--- src/sya_pkg.sv ---
// Shared types for the systolic matrix engine
// Data widths, configuration word layout and sequencer states

`default_nettype none

package sya_pkg;

    // ==============================
    // Widths
    // ==============================
    localparam int ACT_W   = 8;
    localparam int WGT_W   = 8;
    localparam int CHN_W   = 16;
    localparam int PSUM_W  = ACT_W + WGT_W + CHN_W;
    localparam int ADDR_W  = 16;
    localparam int SHIFT_W = 5;

    // Data and index types
    typedef logic signed [ACT_W-1:0]  act_t;
    typedef logic signed [WGT_W-1:0]  wgt_t;
    typedef logic signed [PSUM_W-1:0] psum_t;
    typedef logic [ADDR_W-1:0]        addr_t;
    typedef logic [CHN_W-1:0]         chn_t;
    typedef logic [SHIFT_W-1:0]       shift_t;

    // ==============================
    // Configuration word, 77 bits
    // ==============================
    typedef struct packed {
        addr_t  ofm_base;
        addr_t  act_base;
        addr_t  wgt_base;
        chn_t   num_chn;    // At least one channel
        shift_t shift;
        act_t   zp;
    } sya_cfg_t;

    // Sequencer states
    typedef enum logic [1:0] {
        IDLE  = 2'd0,
        LOAD  = 2'd1,
        DRAIN = 2'd2,
        WRITE = 2'd3
    } seq_state_t;

endpackage

`default_nettype wire

--- src/sya_seq.sv ---
// Job sequencer for the systolic matrix engine
// Takes the configuration, issues channel reads, steps and drains the grid

`timescale 1ns/100ps
`default_nettype none

module sya_seq #(
    parameter int NUM_ROW = 4,
    parameter int NUM_COL = 4
) (
    input  wire                 clk,
    input  wire                 rst_n,
    input  wire                 cfg_vld,
    input  sya_pkg::sya_cfg_t   cfg,
    input  wire                 act_rd_addr_rdy,
    input  wire                 wgt_rd_addr_rdy,
    input  wire                 act_rd_dat_vld,
    input  wire                 wgt_rd_dat_vld,
    input  wire                 write_done,
    output logic                cfg_rdy,
    output sya_pkg::sya_cfg_t   cfg_q,
    output sya_pkg::addr_t      act_rd_addr,
    output sya_pkg::addr_t      wgt_rd_addr,
    output logic                act_rd_addr_vld,
    output logic                wgt_rd_addr_vld,
    output logic                act_rd_dat_rdy,
    output logic                wgt_rd_dat_rdy,
    output logic                step,
    output logic                feed_zero,
    output logic                clear_acc,
    output logic                drain_done
);
    import sya_pkg::*;

    // Steps needed to push the last beat into the far corner PE
    localparam int DRAIN_LEN = NUM_ROW + NUM_COL - 2;
    localparam int DRN_W     = $clog2(DRAIN_LEN + 2);

    seq_state_t       state;
    seq_state_t       state_nxt;
    chn_t             req_cnt;
    chn_t             beat_cnt;
    chn_t             last_idx;
    logic [DRN_W-1:0] drain_cnt;
    logic             cfg_acc;
    logic             req_pend;
    logic             req_fire;
    logic             beat_pend;
    logic             beat_fire;
    logic             last_beat;
    logic             drain_last;

    assign cfg_rdy   = (state == IDLE);
    assign cfg_acc   = cfg_vld & cfg_rdy;
    assign clear_acc = cfg_acc;
    assign last_idx  = cfg_q.num_chn - 1'b1;

    // ==============================
    // Read requests
    // ==============================
    // Each valid waits on the other channel's ready
    assign req_pend        = (state == LOAD) && (req_cnt != cfg_q.num_chn);
    assign act_rd_addr_vld = req_pend & wgt_rd_addr_rdy;
    assign wgt_rd_addr_vld = req_pend & act_rd_addr_rdy;
    assign req_fire        = req_pend & act_rd_addr_rdy & wgt_rd_addr_rdy;
    assign act_rd_addr     = cfg_q.act_base + req_cnt;
    assign wgt_rd_addr     = cfg_q.wgt_base + req_cnt;

    // Read data beats, one grid step each
    assign beat_pend      = (state == LOAD) && (beat_cnt != cfg_q.num_chn);
    assign act_rd_dat_rdy = beat_pend;
    assign wgt_rd_dat_rdy = beat_pend;
    assign beat_fire      = beat_pend & act_rd_dat_vld & wgt_rd_dat_vld;
    assign last_beat      = beat_fire && (beat_cnt == last_idx);

    assign drain_last = (drain_cnt == DRN_W'(DRAIN_LEN - 1));
    assign step       = beat_fire | (state == DRAIN);
    assign feed_zero  = (state == DRAIN);

    // ==============================
    // State machine
    // ==============================
    always_comb begin
        state_nxt = state;
        case (state)
            IDLE:    if (cfg_acc) state_nxt = LOAD;
            LOAD:    if (last_beat) state_nxt = (DRAIN_LEN == 0) ? WRITE : DRAIN;
            DRAIN:   if (drain_last) state_nxt = WRITE;
            WRITE:   if (write_done) state_nxt = IDLE;
            default: state_nxt = IDLE;
        endcase
    end

    // Done pulse lands once the last step has settled in the grid
    always_ff @(posedge clk or negedge rst_n) begin
        if (!rst_n) begin
            state      <= IDLE;
            drain_done <= 1'b0;
            drain_cnt  <= '0;
        end else begin
            state      <= state_nxt;
            drain_done <= (state_nxt == WRITE) && (state != WRITE);
            if (state == DRAIN) begin
                drain_cnt <= drain_cnt + 1'b1;
            end else begin
                drain_cnt <= '0;
            end
        end
    end

    // Configuration and channel counters
    always_ff @(posedge clk or negedge rst_n) begin
        if (!rst_n) begin
            cfg_q    <= '0;
            req_cnt  <= '0;
            beat_cnt <= '0;
        end else if (cfg_acc) begin
            cfg_q    <= cfg;
            req_cnt  <= '0;
            beat_cnt <= '0;
        end else begin
            if (req_fire) begin
                req_cnt <= req_cnt + 1'b1;
            end
            if (beat_fire) begin
                beat_cnt <= beat_cnt + 1'b1;
            end
        end
    end

endmodule

`default_nettype wire

--- config.mk ---
export PLATFORM = sky130hd
export DESIGN_NAME = sya_seq
export DESIGN_NICKNAME = d
export VERILOG_FILES = /design/src/sya_pkg.sv /design/src/sya_seq.sv
export SDC_FILE = /design/constraint.sdc
export NUM_CORES = 1
export LEC_CHECK = 0
export ABC_AREA = 1
export BUFFER_PORTS_ARGS = -buffer_cell sky130_fd_sc_hd__buf_4
export CORE_MARGIN = 2
export CORE_UTILIZATION = 53
export CTS_CLUSTER_DIAMETER = 120
export DETAILED_ROUTE_END_ITERATION = 12
export PLACE_DENSITY = 0.81
export SYNTH_ARGS = -nofsm -noshare
export SYNTH_HDL_FRONTEND = slang
export SYNTH_SLANG_ARGS = --single-unit
--- constraint.sdc ---
create_clock -name clk -period 2.9 [get_ports clk]
set_input_delay 0.29 -clock clk [delete_from_list [all_inputs] [get_ports clk]]
set_output_delay 0.29 -clock clk [all_outputs]
set_load 0.005 [all_outputs]
### Word level (Yosys, flattened, before mapping)

Cells that the tools add are included.

| storage, ports and cells | value |
|---|---|
| flip-flop bits (word level) | 115 |
| output and inout port bits | 118 |
| word-level logic and storage cells | 50 |

| cells by class | value |
|---|---|
| $add $sub $neg | 6 |
| equality and inequality tests | 9 |
| multiplexer cells | 10 |
| bitwise operators | 7 |
| reductions and logical operators | 7 |

Operator list:

| kind | count |
|---|---|
| 16-bit two-way mux | 4 |
| 16-bit by 1-bit adder with 16-bit output (second input constant) | 2 |
| 16-bit adder | 2 |
| 16-bit != test | 2 |
| 16-bit equality test | 1 |
| 16-bit by 1-bit subtractor with 16-bit output (second input constant) | 1 |
| 2-bit two-way mux | 4 |
| 2-bit one-hot mux with 4 select lines | 1 |
| 1-bit AND | 6 |
| 2-bit equality test (second input constant) | 3 |
| 1-bit logical AND | 4 |
| 2-bit nonzero test | 2 |
| 3-bit by 1-bit adder with 3-bit output (second input constant) | 1 |
| 3-bit equality test (second input constant) | 1 |
| 3-bit two-way mux | 1 |
| 2-bit by 1-bit equality test with 1-bit output (second input constant) | 1 |
| 2-bit zero test | 1 |
| 2-bit != test (second input constant) | 1 |
| 1-bit bitwise OR | 1 |

### Longest topological paths before layout

Gate-level depths: netlist of run 1.

| depth | value |
|---|---|
| depth in word-level cells | 9 |
| mapped depth | 16 |

### Least setup slack after synthesis of run 1

Ideal clock, no wire load.

| path | value |
|---|---|
| path type | register to output |
| start | reg req_cnt[0] |
| end | out act_rd_addr[12] |
| data arrival time | 2038 ps |
| required time | 2610 ps |
| setup slack | 572 ps |
| stages on the path, launching flop included | 10 |
| buffers on the path | 0 |
| path through | dfrtp_1 ha_1 inv_1 fa_1 o21ai_0 a21oi_1 nor2_1 o2bb2ai_1 o21ai_0 xor2_1 |

| between the ends | value |
|---|---|
| cells in the longest elaborated chain, start to end | 1 |

Ends and longest elaborated chain:

| element | RTL line | text |
|---|---|---|
| from (decl) | sya_seq.sv:41 | `chn_t req_cnt;` |
| from (signal assigned) | sya_seq.sv:123 | `req_cnt <= req_cnt + 1'b1;` |
| 16-bit adder | sya_seq.sv:66 | `assign act_rd_addr = cfg_q.act_base + req_cnt;` |
| to (decl) | sya_seq.sv:22 | `output sya_pkg::addr_t act_rd_addr,` |

Every way passes these cells.

### Final worst setup path of run 1

| path | value |
|---|---|
| start | reg req_cnt[2] |
| end | out act_rd_addr[13] |

The elaborated chain is that of the path after synthesis.

==> results of run 1 <==
==> state kept, by name, summed over array words and instances (netlist names) <==
signal	cells
cfg_q	77
state	2
drain_done	1
req_cnt	16
drain_cnt	3
beat_cnt	16
==> routing by layer <==
layer | wire (µm) | vias up | track usage | share of wire
met2 | 10200 | 329 | 0.498 | 0.47
met5 | 0 | - | 0 | 0
met3 | 1800 | 31 | 0.0788 | 0.083
li1 | - | 3576 | - | -
met1 | 9300 | 3375 | 0.406 | 0.43
met4 | 422 | 0 | 0.102 | 0.019
==> critical path, delay by kind of cell (launching register included) <==
| kind | cells | cell delay (ns) |
|---|---|---|
| xor gates and xnor gates | 1 | 0.16 |
| DFF | 1 | 0.46 |
| and+or+nand+nor | 1 | 0.12 |
| buffers and inverters | 1 | 0.14 |
| adders and majority gates | 1 | 0.36 |
| AOI/OAI and AO/OA | 5 | 0.83 |
==> how the worst max path moves through the flow <==
stage | endpoint | cells after the start | slack (ns)
3_5_place_dp | act_rd_addr[12] | 9 | 0.33
2_1_floorplan | act_rd_addr[12] | 9 | 0.57
4_1_cts | wgt_rd_addr[12] | 10 | 0.007
3_3_place_gp | act_rd_addr[12] | 9 | 0.35
6_report | act_rd_addr[13] | 9 | 0.1
5_1_grt | wgt_rd_addr[12] | 10 | 0.001
==> cells in the final DEF, fill, tap and decap left out, types with 4 or more instances in the layout <==
master     synthesis  routed
xor2_1            48      48
inv_2              4       4
inv_6              0       5
nor2_1            67      67
o31ai_1            9       9
buf_4              2     206
a21oi_2            0       4
o21ai_1            8      10
ha_1              35      35
o21ai_2            2       4
clkbuf_16          0      17
a21oi_1           40      36
nand3_1           55      55
dfrtp_1          115     114
nor3_1            18      18
nand4_1           13      13
inv_1             83      82
bufinv_16          0       4
nand2_1          369     368
nor4_1            10      10
xnor2_1           20      20
o21ai_0           45      41
==> logic make-up after synthesis <==
| group | count (synthesis) |
|---|---|
| and+or+nand+nor | 540 |
| DFF | 115 |
| buffers and inverters | 113 |
| AOI/OAI and AO/OA | 111 |
| xor gates and xnor gates | 68 |
| adders and majority gates | 37 |
==> cell type report <==
type / instances / area, µm² / area share
tap: 176 / 220 / 0.0229
sequential: 115 / 2880 / 0.300
inverter: 87 / 328 / 0.0341
multi-input combinational: 756 / 3940 / 0.410
clock inverter: 13 / 194 / 0.0202
timing repair buffer: 209 / 1600 / 0.166
clock buffer: 19 / 453 / 0.0471
==> through the flow <==
| stage | power [mW] | std cells | hold WS [ns] | area (µm²) | worst slack [ns] |
|---|---|---|---|---|---|
| detailed placement | 8.20 | 1342 | 0.320 | 8920 | 0.329 |
| global route | 11.4 | 1375 | 0.0510 | 9610 | 0.00134 |
| CTS | 10.6 | 1375 | 0.0470 | 9580 | 0.00737 |
| finish | 10.6 | 1375 | 0.0520 | 9610 | 0.0973 |
| floorplan | 5.66 | 984 | -0.00559 | 7230 | 0.572 |
| global placement | 8.12 | 1342 | 0.313 | 8920 | 0.350 |
==> power by group <==
group          leakage (nW)  total (mW)  switching [mW]  internal (mW)
sequential             1.47        3.01           0.774           2.23
combinational          3.31        5.31            2.88           2.43
clock                 0.315        2.31           0.814           1.50
==> what timing repair did <==
action / in CTS / in global routing
gates cloned: 0 / 0
gates resized for setup: 6 / 10
hold buffers: 1 / 0
setup endpoints to repair: 4 / 4
pin swaps: 0 / 2
hold endpoints to repair: 42 / 0
==> impl_metrics.csv, run 1 <==
group,metric,value,unit
logic_synthesis,ys_warn_count,0,
logic_synthesis,yosysTopAreaCell,"dfrtp_1",
worst_setup_path,reg2regPathDepth,11,
logic_synthesis,ys.flop_type,"dfrtp_1",
worst_hold_path,worstHoldPathCells,3,
power,p_leak,5.10,nW
grt,grt_pass1_wl,35.0,mm
worst_setup_path,critical_path.cell_chain,"ha_1 > a21oi_1 > nand2_1 > a21boi_2 > o21ai_2 > a21oi_1 > o21ai_0 > xor2_1 > buf_4",
routing,drcViolationCount,0,
sta,tightest_slew,0.611,ns
outcome,status,"completed",
grt,grt_pass1_vias,7042,
placed_design,hpwl,16.1,mm
clock_tree,h-tree-depth,4,
placed_design,port_buffers,202,
die,rows,42,
routing,drt_iter0_markers,550,
logic_synthesis,synth_compound_area_frac,0.0838,
routing,wl,21.7,mm
logic_synthesis,synth_top_family_by_area,"simple AND/OR/NAND/NOR gates",
worst_setup_path,worstPathRequired,2.61,ns
clock_tree,clockBufferDepth,2,
sta,finClkSkew,0.00899,ns
clock_tree,numCtsBuffers,17,
worst_setup_path,critPathCaptureType,"output port",
worst_setup_path,cp_max_fo,6,
power,vdd_ir_drop_max,0.000954,V
logic_synthesis,synth_xor_area_frac,0.0824,
clock_tree,cts_setup_buffers,0,
sta,timing.setup.tns,0,ns
logic_synthesis,ys_seq_area_frac,0.398,
clock_tree,clockRootBuffer,"clkbuf_16",
sta,grt_setup_unrepaired,"false",
power,powerDensity,1110,nW/µm²
cells_and_area,nets,1308,
logic_synthesis,avgSynthCellArea,7.35,µm²
sta,hold_violations,0,
logic_synthesis,ys_ff_latch,115,
logic_synthesis,synth_top_cell_area_share,0.398,
run,drv_cap,0,
grt,grt_overflow_total,0,
logic_synthesis,synthArstFlopShare,1.00,
logic_synthesis,synth_commonest_cells,"nand2_1 (369), dfrtp_1 (115), inv_1 (83), nor2_1 (67), nand3_1 (55)",
logic_synthesis,synth_edf_count,0,
grt,grt_max_degree,74,
cells_and_area,num_antenna_cells,0,
routing,first_pass_iters,6,
sta,setup_viol,0,
die,fp.dieW,121,µm
worst_hold_path,hold_start,"cfg[64]",
logic_synthesis,ys_types,31,
worst_setup_path,critPathArrivalTime,2.51,ns
logic_synthesis,synth_cells,984,
sta,slew_headroom,0.592,
worst_setup_path,crit_path_top_delay_cell,"dfrtp_1",
routing,ant_nets,0,
sta,period_needed,2.80,ns
die,core_area,13300,µm²
die,die_h,121,µm
placed_design,gp_congestion,0.948,
die,ioPinCount,203,
routing,routedWlPerCell,15.8,µm
clock_tree,clk_latency,0.43,ns
logic_synthesis,netlist_area,7230,µm²
grt,grt_usage,0.309,
cells_and_area,drive_gt1_frac,0.219,
routing,vias,7311,
worst_setup_path,crit-reg2reg-launch,"cfg_q[13]$_DFFE_PN0P_",
logic_synthesis,yosys-top-cells-area,"dfrtp_1 (40%), nand2_1 (19%), ha_1 (6.1%), xor2_1 (5.8%), inv_1 (4.3%)",
cells_and_area,fin_util,0.723,
worst_setup_path,rr_endpoint,"state[0]$_DFF_PN0_",
die,start_util,0.544,
sta,post-route-period-util,0.966,
die,design.die.area,14600,µm²
clock_tree,clkTransAtPathRegs,0.06,ns
routing,viasPerCell,5.32,
worst_setup_path,critical_path.max_stage_delay,0.46,ns
logic_synthesis,synthAdderAreaFrac,0.0661,
worst_setup_path,start_kind,"register",
logic_synthesis,yosysMostFrequentCell,"nand2_1",
logic_synthesis,syn_nets,1106,
worst_hold_path,hp-class,"input port to register",
clock_tree,tritoncts,"done",
worst_hold_path,min_to,"cfg_q[64]$_DFFE_PN0P_",
worst_setup_path,crit_path_frequent_cell,"a21oi_1",
worst_setup_path,critPathLaunch,"req_cnt[2]$_DFFE_PN0P_",
sta,final_max_slew_viol_count,0,
grt,grt_antenna_before_repair,0,
worst_setup_path,criticalPathCategory,"register to output port",
cells_and_area,fillers,1100,
logic_synthesis,post_synth_and_or_nand_nor_area_fraction,0.307,
sta,max_freq,0.357,GHz
cells_and_area,synthToLayoutAreaGrowth,33.0,%
clock_tree,clock_sinks,115,
worst_setup_path,regToRegSetupSlack,0.52,ns
logic_synthesis,synthMuxAreaShare,0,
Power figures use the tool's default switching activity.
==> inputs of run 2 (changes only) <==
--- a/config.mk
+++ b/config.mk
@@ -7,6 +7,7 @@
 export LEC_CHECK = 0
 export ABC_AREA = 1
 export BUFFER_PORTS_ARGS = -buffer_cell sky130_fd_sc_hd__buf_4
+export CAP_MARGIN = 10
 export CORE_MARGIN = 2
 export CORE_UTILIZATION = 53
 export CTS_CLUSTER_DIAMETER = 120
==> constraint.sdc (replaced) <==
create_clock -name clk -period 2.6 [get_ports clk]
set_input_delay 0.26 -clock clk [delete_from_list [all_inputs] [get_ports clk]]
set_output_delay 0.26 -clock clk [all_outputs]
set_load 0.005 [all_outputs]
==> run 2 against run 1 <==
The flow now finishes with violations (negative setup slack); sequential cell count unchanged; clock power about the same; critical path depth down 1.
==> impl_metrics.csv, run 2 (same netlist as run 1, synthesis figures left out) <==
group,metric,value,unit
outcome,status,"finished with violations",
outcome,violations,"negative setup slack",
clock_tree,h-tree-depth,4,
placed_design,hpwl,16.2,mm
die,ioPinCount,203,
grt,top_usage_layer,"met2",
grt,grt_use_met3,0.0679,
worst_hold_path,hp-class,"input port to register",
grt,grt_pass1_vias,7080,
sta,grt_setup_unrepaired,"true",
die,design.die.area,14600,µm²
grt,grt_overflow_total,0,
die,start_util,0.544,
grt,use_met1,0.409,
sta,tightest_slew,0.664,ns
grt,grt_pass1_wl,35.8,mm
power,powerDensity,1230,nW/µm²
worst_setup_path,critPathCaptureType,"output port",
routing,routedWlPerCell,16.5,µm
cells_and_area,synthToLayoutAreaGrowth,37.1,%
clock_tree,clk_latency,0.42,ns
die,die_h,121,µm
grt,grt_antenna_before_repair,0,
sta,period_needed,2.60,ns
clock_tree,tritoncts,"done",
cells_and_area,layout_commonest_cell,"nand2_1",
sta,slew_headroom,0.553,
cells_and_area,num_antenna_cells,0,
cells_and_area,fin_util,0.745,
grt,grt_max_degree,77,
routing,vias,7616,
routing,wl,23.0,mm
cells_and_area,largest_register,"cfg_q",
routing,ant_nets,0,
sta,final_max_slew_viol_count,0,
clock_tree,clockBufferDepth,2,
placed_design,dp_cells,1345,
routing,drcViolationCount,0,
run,drv_cap,0,
cells_and_area,instances_no_fill,1396,
sta,finClkSkew,0.00873,ns
cells_and_area,top_regs,"cfg_q (77), beat_cnt (16), req_cnt (16)",
sta,post-route-period-util,1.00,
worst_setup_path,critPathArrivalTime,2.34,ns
sta,setup_viol,1,
placed_design,gp_congestion,0.974,
clock_tree,numCtsBuffers,17,
grt,grt_usage,0.312,
cells_and_area,fillers,1017,
power,p_leak,5.15,nW
clock_tree,clock_sinks,115,
sta,max_freq,0.384,GHz
routing,first_pass_iters,5,
power,vdd_ir_drop_max,0.000840,V
die,fp.dieW,121,µm
worst_setup_path,criticalPathCategory,"register to output port",
worst_setup_path,cp_max_fo,5,
clock_tree,clkTransAtPathRegs,0.06,ns
cells_and_area,layout_common_cells,"nand2_1 (367), buf_4 (226), dfrtp_1 (107), inv_1 (81), nor2_1 (66)",
routing,drt_iter0_markers,608,
sta,hold_violations,0,
clock_tree,clockRootBuffer,"clkbuf_16",
worst_setup_path,worstPathRequired,2.34,ns
cells_and_area,drive_gt1_frac,0.257,
placed_design,port_buffers,202,
cells_and_area,nets,1329,
die,core_area,13300,µm²
routing,viasPerCell,5.46,
sta,fin_ws,-0.00255,ns
worst_setup_path,start_kind,"register",
grt,grt_use_met2,0.523,
cells_and_area,largest_reg_flops,77,
die,rows,42,
==> run 2: changes by cell type in the layout (fill, tap and decap cells not counted), sizes merged <==
cell      before  now
clkbuf        19   21
clkinv         4    6
bufinv         4    2
clkinvlp       1    2
buf          208  229
inv           91   88
==> run 2: area by class of cell <==
class | count | area [µm²] | share of cell area
inverters | 87 | 328 | 0.0331
clock buffers | 21 | 450 | 0.0455
multi-input cells | 756 | 4140 | 0.417
flip-flops and latches | 115 | 2890 | 0.291
well taps | 176 | 220 | 0.0222
clock inverters | 11 | 129 | 0.0130
repair buffers | 230 | 1760 | 0.177
==> run 2: timing repair <==
action / in CTS / in global routing
resized for setup: 29 / 29
endpoints found under the hold margin: 39 / 0
setup endpoints to repair: 17 / 14
cloned: 0 / 0
hold buffers: 1 / 0
pin swaps: 10 / 10
buffers inserted: 11 / 8
==> run 2: final timing paths <==
kind | from | endpoint | slack (ns) | cells after the start
max | req_cnt[4]$_DFFE_PN0P_ | act_rd_addr[13] | -0.003 | 8
min | cfg[33] | cfg_q[33]$_DFFE_PN0P_ | 0.03 | 3
max reg2reg | cfg_q[13]$_DFFE_PN0P_ | state[0]$_DFF_PN0_ | 0.25 | 11
min reg2reg | drain_cnt[0]$_DFF_PN0_ | drain_cnt[0]$_DFF_PN0_ | 0.48 | 1
max in group asynchronous | rst_n | cfg_q[16]$_DFFE_PN0P_ | 1.38 | 3
min in group asynchronous | rst_n | cfg_q[62]$_DFFE_PN0P_ | 0.38 | 2
==> run 2: power breakdown <==
group	internal [mW]	total (mW)	switching, mW	leakage, nW
Combinational	3.02	6.46	3.44	3.41
Sequential	2.50	3.40	0.901	1.46
Clock	1.44	2.29	0.851	0.278
==> run 2: worst max-delay path: stages, from the launching register on <==
cell	delay (ns)
dfrtp_1	0.53
ha_4	0.27
a21oi_1	0.16
a21boi_2	0.26
o21ai_2	0.13
a21oi_2	0.19
o21ai_1	0.09
xor2_1	0.15
buf_4	0.14
==> run 2: stage by stage <==
step	setup TNS (ns)	power, mW	setup slack (ns)	hold WS, ns	area (µm²)
6_report	-0.00255	12.2	-0.00255	0.0316	9910
5_1_grt	-0.395	13.0	-0.0751	0.0297	9910
4_1_cts	-0.0120	11.8	-0.0120	0.0220	9740
3_5_place_dp	0	9.16	0.0479	0.282	8940
3_3_place_gp	0	9.05	0.0984	0.279	8940
2_1_floorplan	0	6.31	0.302	-0.0356	7230
==> run 2: layer usage <==
metal  wire length [µm]  up-vias
met5                  0        -
met4                534        0
met3               1770       45
met2              11200      371
met1               9490     3597
li1                   -     3603
==> inputs of run 3 (changes only) <==
--- a/config.mk
+++ b/config.mk
@@ -8,6 +8,7 @@
 export ABC_AREA = 1
 export BUFFER_PORTS_ARGS = -buffer_cell sky130_fd_sc_hd__buf_4
 export CAP_MARGIN = 10
+export CORE_ASPECT_RATIO = 0.75
 export CORE_MARGIN = 2
 export CORE_UTILIZATION = 53
 export CTS_CLUSTER_DIAMETER = 120
==> run 3 against run 2 <==
The run still ends with negative setup slack left; sequential share of layout area is 0.33 points lower; highest routed layer unchanged; critical path depth increased by 1; combinational power about the same; global-route usage down 0.60 points; worst hold slack better by 0.0019 ns; die area barely moved; maximum frequency fell by 0.29%; largest power group unchanged; critical path type unchanged; final area is 1.1% higher; utilization is 1.6 points higher; via count increased by 0.80%; power increased by 1.8%; clock power up 8.7%.
==> impl_metrics.csv, run 3 (same netlist as run 1, synthesis figures left out) <==
group,metric,value,unit
outcome,status,"finished with violations",
outcome,violations,"negative setup slack",
sta,max_freq,0.383,GHz
clock_tree,numCtsBuffers,17,
die,rows,36,
worst_setup_path,crit_path_end,"wgt_rd_addr[8]",
worst_setup_path,critical_path.max_stage_delay,0.42,ns
sta,tightest_slew,0.607,ns
clock_tree,clk_latency,0.42,ns
placed_design,hpwl,16.2,mm
worst_setup_path,crit_path_frequent_cell,"buf_4",
worst_setup_path,crit_path_top_delay_cell,"dfrtp_1",
routing,drt_iter0_markers,658,
power,vdd_ir_drop_max,0.000701,V
worst_setup_path,regToRegSetupSlack,0.32,ns
power,seqPwrFrac,0.278,
grt,grt_pass1_vias,7142,
cells_and_area,layout_commonest_cell,"nand2_1",
routing,ant_nets,0,
sta,whs,0.0335,ns
grt,grt_max_degree,71,
clock_tree,clockBufferDepth,2,
die,die_h,105,µm
cells_and_area,postLayoutCellArea,10000,µm²
routing,viasPerCell,5.50,
power,internal_power,7.12,mW
worst_setup_path,reg2regPathDepth,11,
grt,grt_overflow_total,0,
worst_hold_path,hp-class,"input port to register",
sta,setup_viol,2,
sta,finClkSkew,0.0131,ns
die,ioPinCount,203,
placed_design,dp_cells,1343,
clock_tree,clkTransAtPathRegs,0.06,ns
routing,first_pass_iters,7,
cells_and_area,largest_register,"cfg_q",
power,powerDensity,1230,nW/µm²
power,power.total,12.4,mW
cells_and_area,nets,1333,
sta,grt_setup_unrepaired,"true",
sta,final_max_slew_viol_count,0,
power,clkPwrFrac,0.202,
worst_setup_path,worstPathRequired,2.34,ns
worst_setup_path,critPathLaunch,"req_cnt[0]$_DFFE_PN0P_",
cells_and_area,synthToLayoutAreaGrowth,38.6,%
worst_setup_path,critical_path.cell_chain,"ha_4 > inv_2 > fa_2 > o21ai_4 > a21oi_2 > buf_4 > o21ai_0 > xor2_1 > buf_4",
run,drv_cap,0,
cells_and_area,largest_reg_flops,77,
sta,slew_headroom,0.596,
cells_and_area,drive_gt1_frac,0.267,
sta,hold_violations,0,
sta,fin_ws,-0.0101,ns
cells_and_area,fillers,989,
worst_hold_path,hold_start,"cfg[71]",
sta,period_needed,2.61,ns
clock_tree,clockRootBuffer,"clkbuf_16",
worst_setup_path,criticalPathCategory,"register to output port",
sta,timing.setup.tns,-0.0120,ns
placed_design,gp_congestion,0.933,
routing,wl,23.0,mm
routing,drcViolationCount,0,
clock_tree,clock_sinks,115,
power,swShare,0.425,
placed_design,port_buffers,202,
routing,vias,7677,
clock_tree,h-tree-depth,4,
grt,grt_antenna_before_repair,0,
cells_and_area,top_regs,"cfg_q (77), beat_cnt (16), req_cnt (16)",
die,design.die.area,14600,µm²
die,start_util,0.550,
power,p_switching,5.25,mW
cells_and_area,instances_no_fill,1395,
worst_setup_path,cp_max_fo,3,
routing,routedWlPerCell,16.5,µm
grt,grt_usage,0.306,
cells_and_area,num_antenna_cells,0,
sta,post-route-period-util,1.00,
worst_setup_path,rr_endpoint,"state[0]$_DFF_PN0_",
grt,grt_pass1_wl,35.8,mm
clock_tree,tritoncts,"done",
power,p_leak,5.20,nW
worst_setup_path,critPathCaptureType,"output port",
worst_setup_path,start_kind,"register",
placed_design,place_area,8950,µm²
power,comb_power_share,0.521,
die,fp.dieW,139,µm
worst_setup_path,critPathArrivalTime,2.35,ns
die,core_area,13200,µm²
cells_and_area,layout_common_cells,"nand2_1 (366), buf_4 (229), dfrtp_1 (108), inv_1 (80), nor2_1 (65)",
worst_setup_path,crit-reg2reg-launch,"cfg_q[13]$_DFFE_PN0P_",
run 3: worst max-delay path, delay by kind of cell, from the launching register on:
family	cells	cell delay (ns)
adders and majority gates	2	0.54
xor gates and xnor gates	1	0.19
buffers and inverters	3	0.34
AOI/OAI and AO/OA	3	0.45
DFF	1	0.42
run 3: power by group through the flow:
| stage | Combinational [mW] | Clock (mW) | Sequential [mW] |
|---|---|---|---|
| after floorplan | 3.16 | 0 | 3.15 |
| after global placement | 5.67 | 0 | 3.34 |
| after detailed placement | 5.80 | 0 | 3.35 |
| after CTS | 5.99 | 2.49 | 3.35 |
| after global routing | 7.09 | 2.59 | 3.52 |
| final | 6.44 | 2.49 | 3.44 |
run 3: how the worst min path moves through the flow:
stage / to / slack [ns] / depth (start not counted)
final: cfg_q[71]$_DFFE_PN0P_ / 0.03 / 3
after global routing: cfg_q[42]$_DFFE_PN0P_ / 0.04 / 3
after CTS: cfg_q[71]$_DFFE_PN0P_ / 0.03 / 3
after detailed placement: cfg_q[41]$_DFFE_PN0P_ / 0.29 / 1
after global placement: cfg_q[41]$_DFFE_PN0P_ / 0.29 / 1
after floorplan: beat_cnt[0]$_DFFE_PN0P_ / -0.04 / 0
run 3: per-stage QoR:
stage               setup slack (ns)   util
floorplan                      0.302      -
global placement              0.0775  0.681
detailed placement            0.0212  0.681
CTS                          -0.0330  0.739
global route                  -0.129  0.762
finish                       -0.0101  0.762
run 3: final cells by class:
| class | instances | area [µm²] | area share |
|---|---|---|---|
| well taps | 171 | 214 | 0.0214 |
| clock inverters | 12 | 169 | 0.0169 |
| repair buffers | 234 | 1790 | 0.179 |
| flip-flops and latches | 115 | 2890 | 0.288 |
| multi-input cells | 756 | 4170 | 0.417 |
| inverters | 87 | 328 | 0.0327 |
| clock buffers | 20 | 457 | 0.0456 |
run 3: routing by layer:
layer,up-vias,routed length (µm),global-route usage,part of all wire
li1,3626,-,-,-
met1,3594,9690,0.413,0.42
met2,401,10500,0.487,0.46
met3,56,2220,0.0898,0.097
met4,0,503,0.0794,0.022
met5,-,0,0,0
run 3: what timing repair did:
item / 4_1_cts / 5_1_grt
resized for setup: 23 / 44
setup buffers: 7 / 12
hold endpoints to repair: 41 / 0
hold buffers: 1 / 0
endpoints found under the setup margin: 16 / 16
pin swaps: 10 / 12
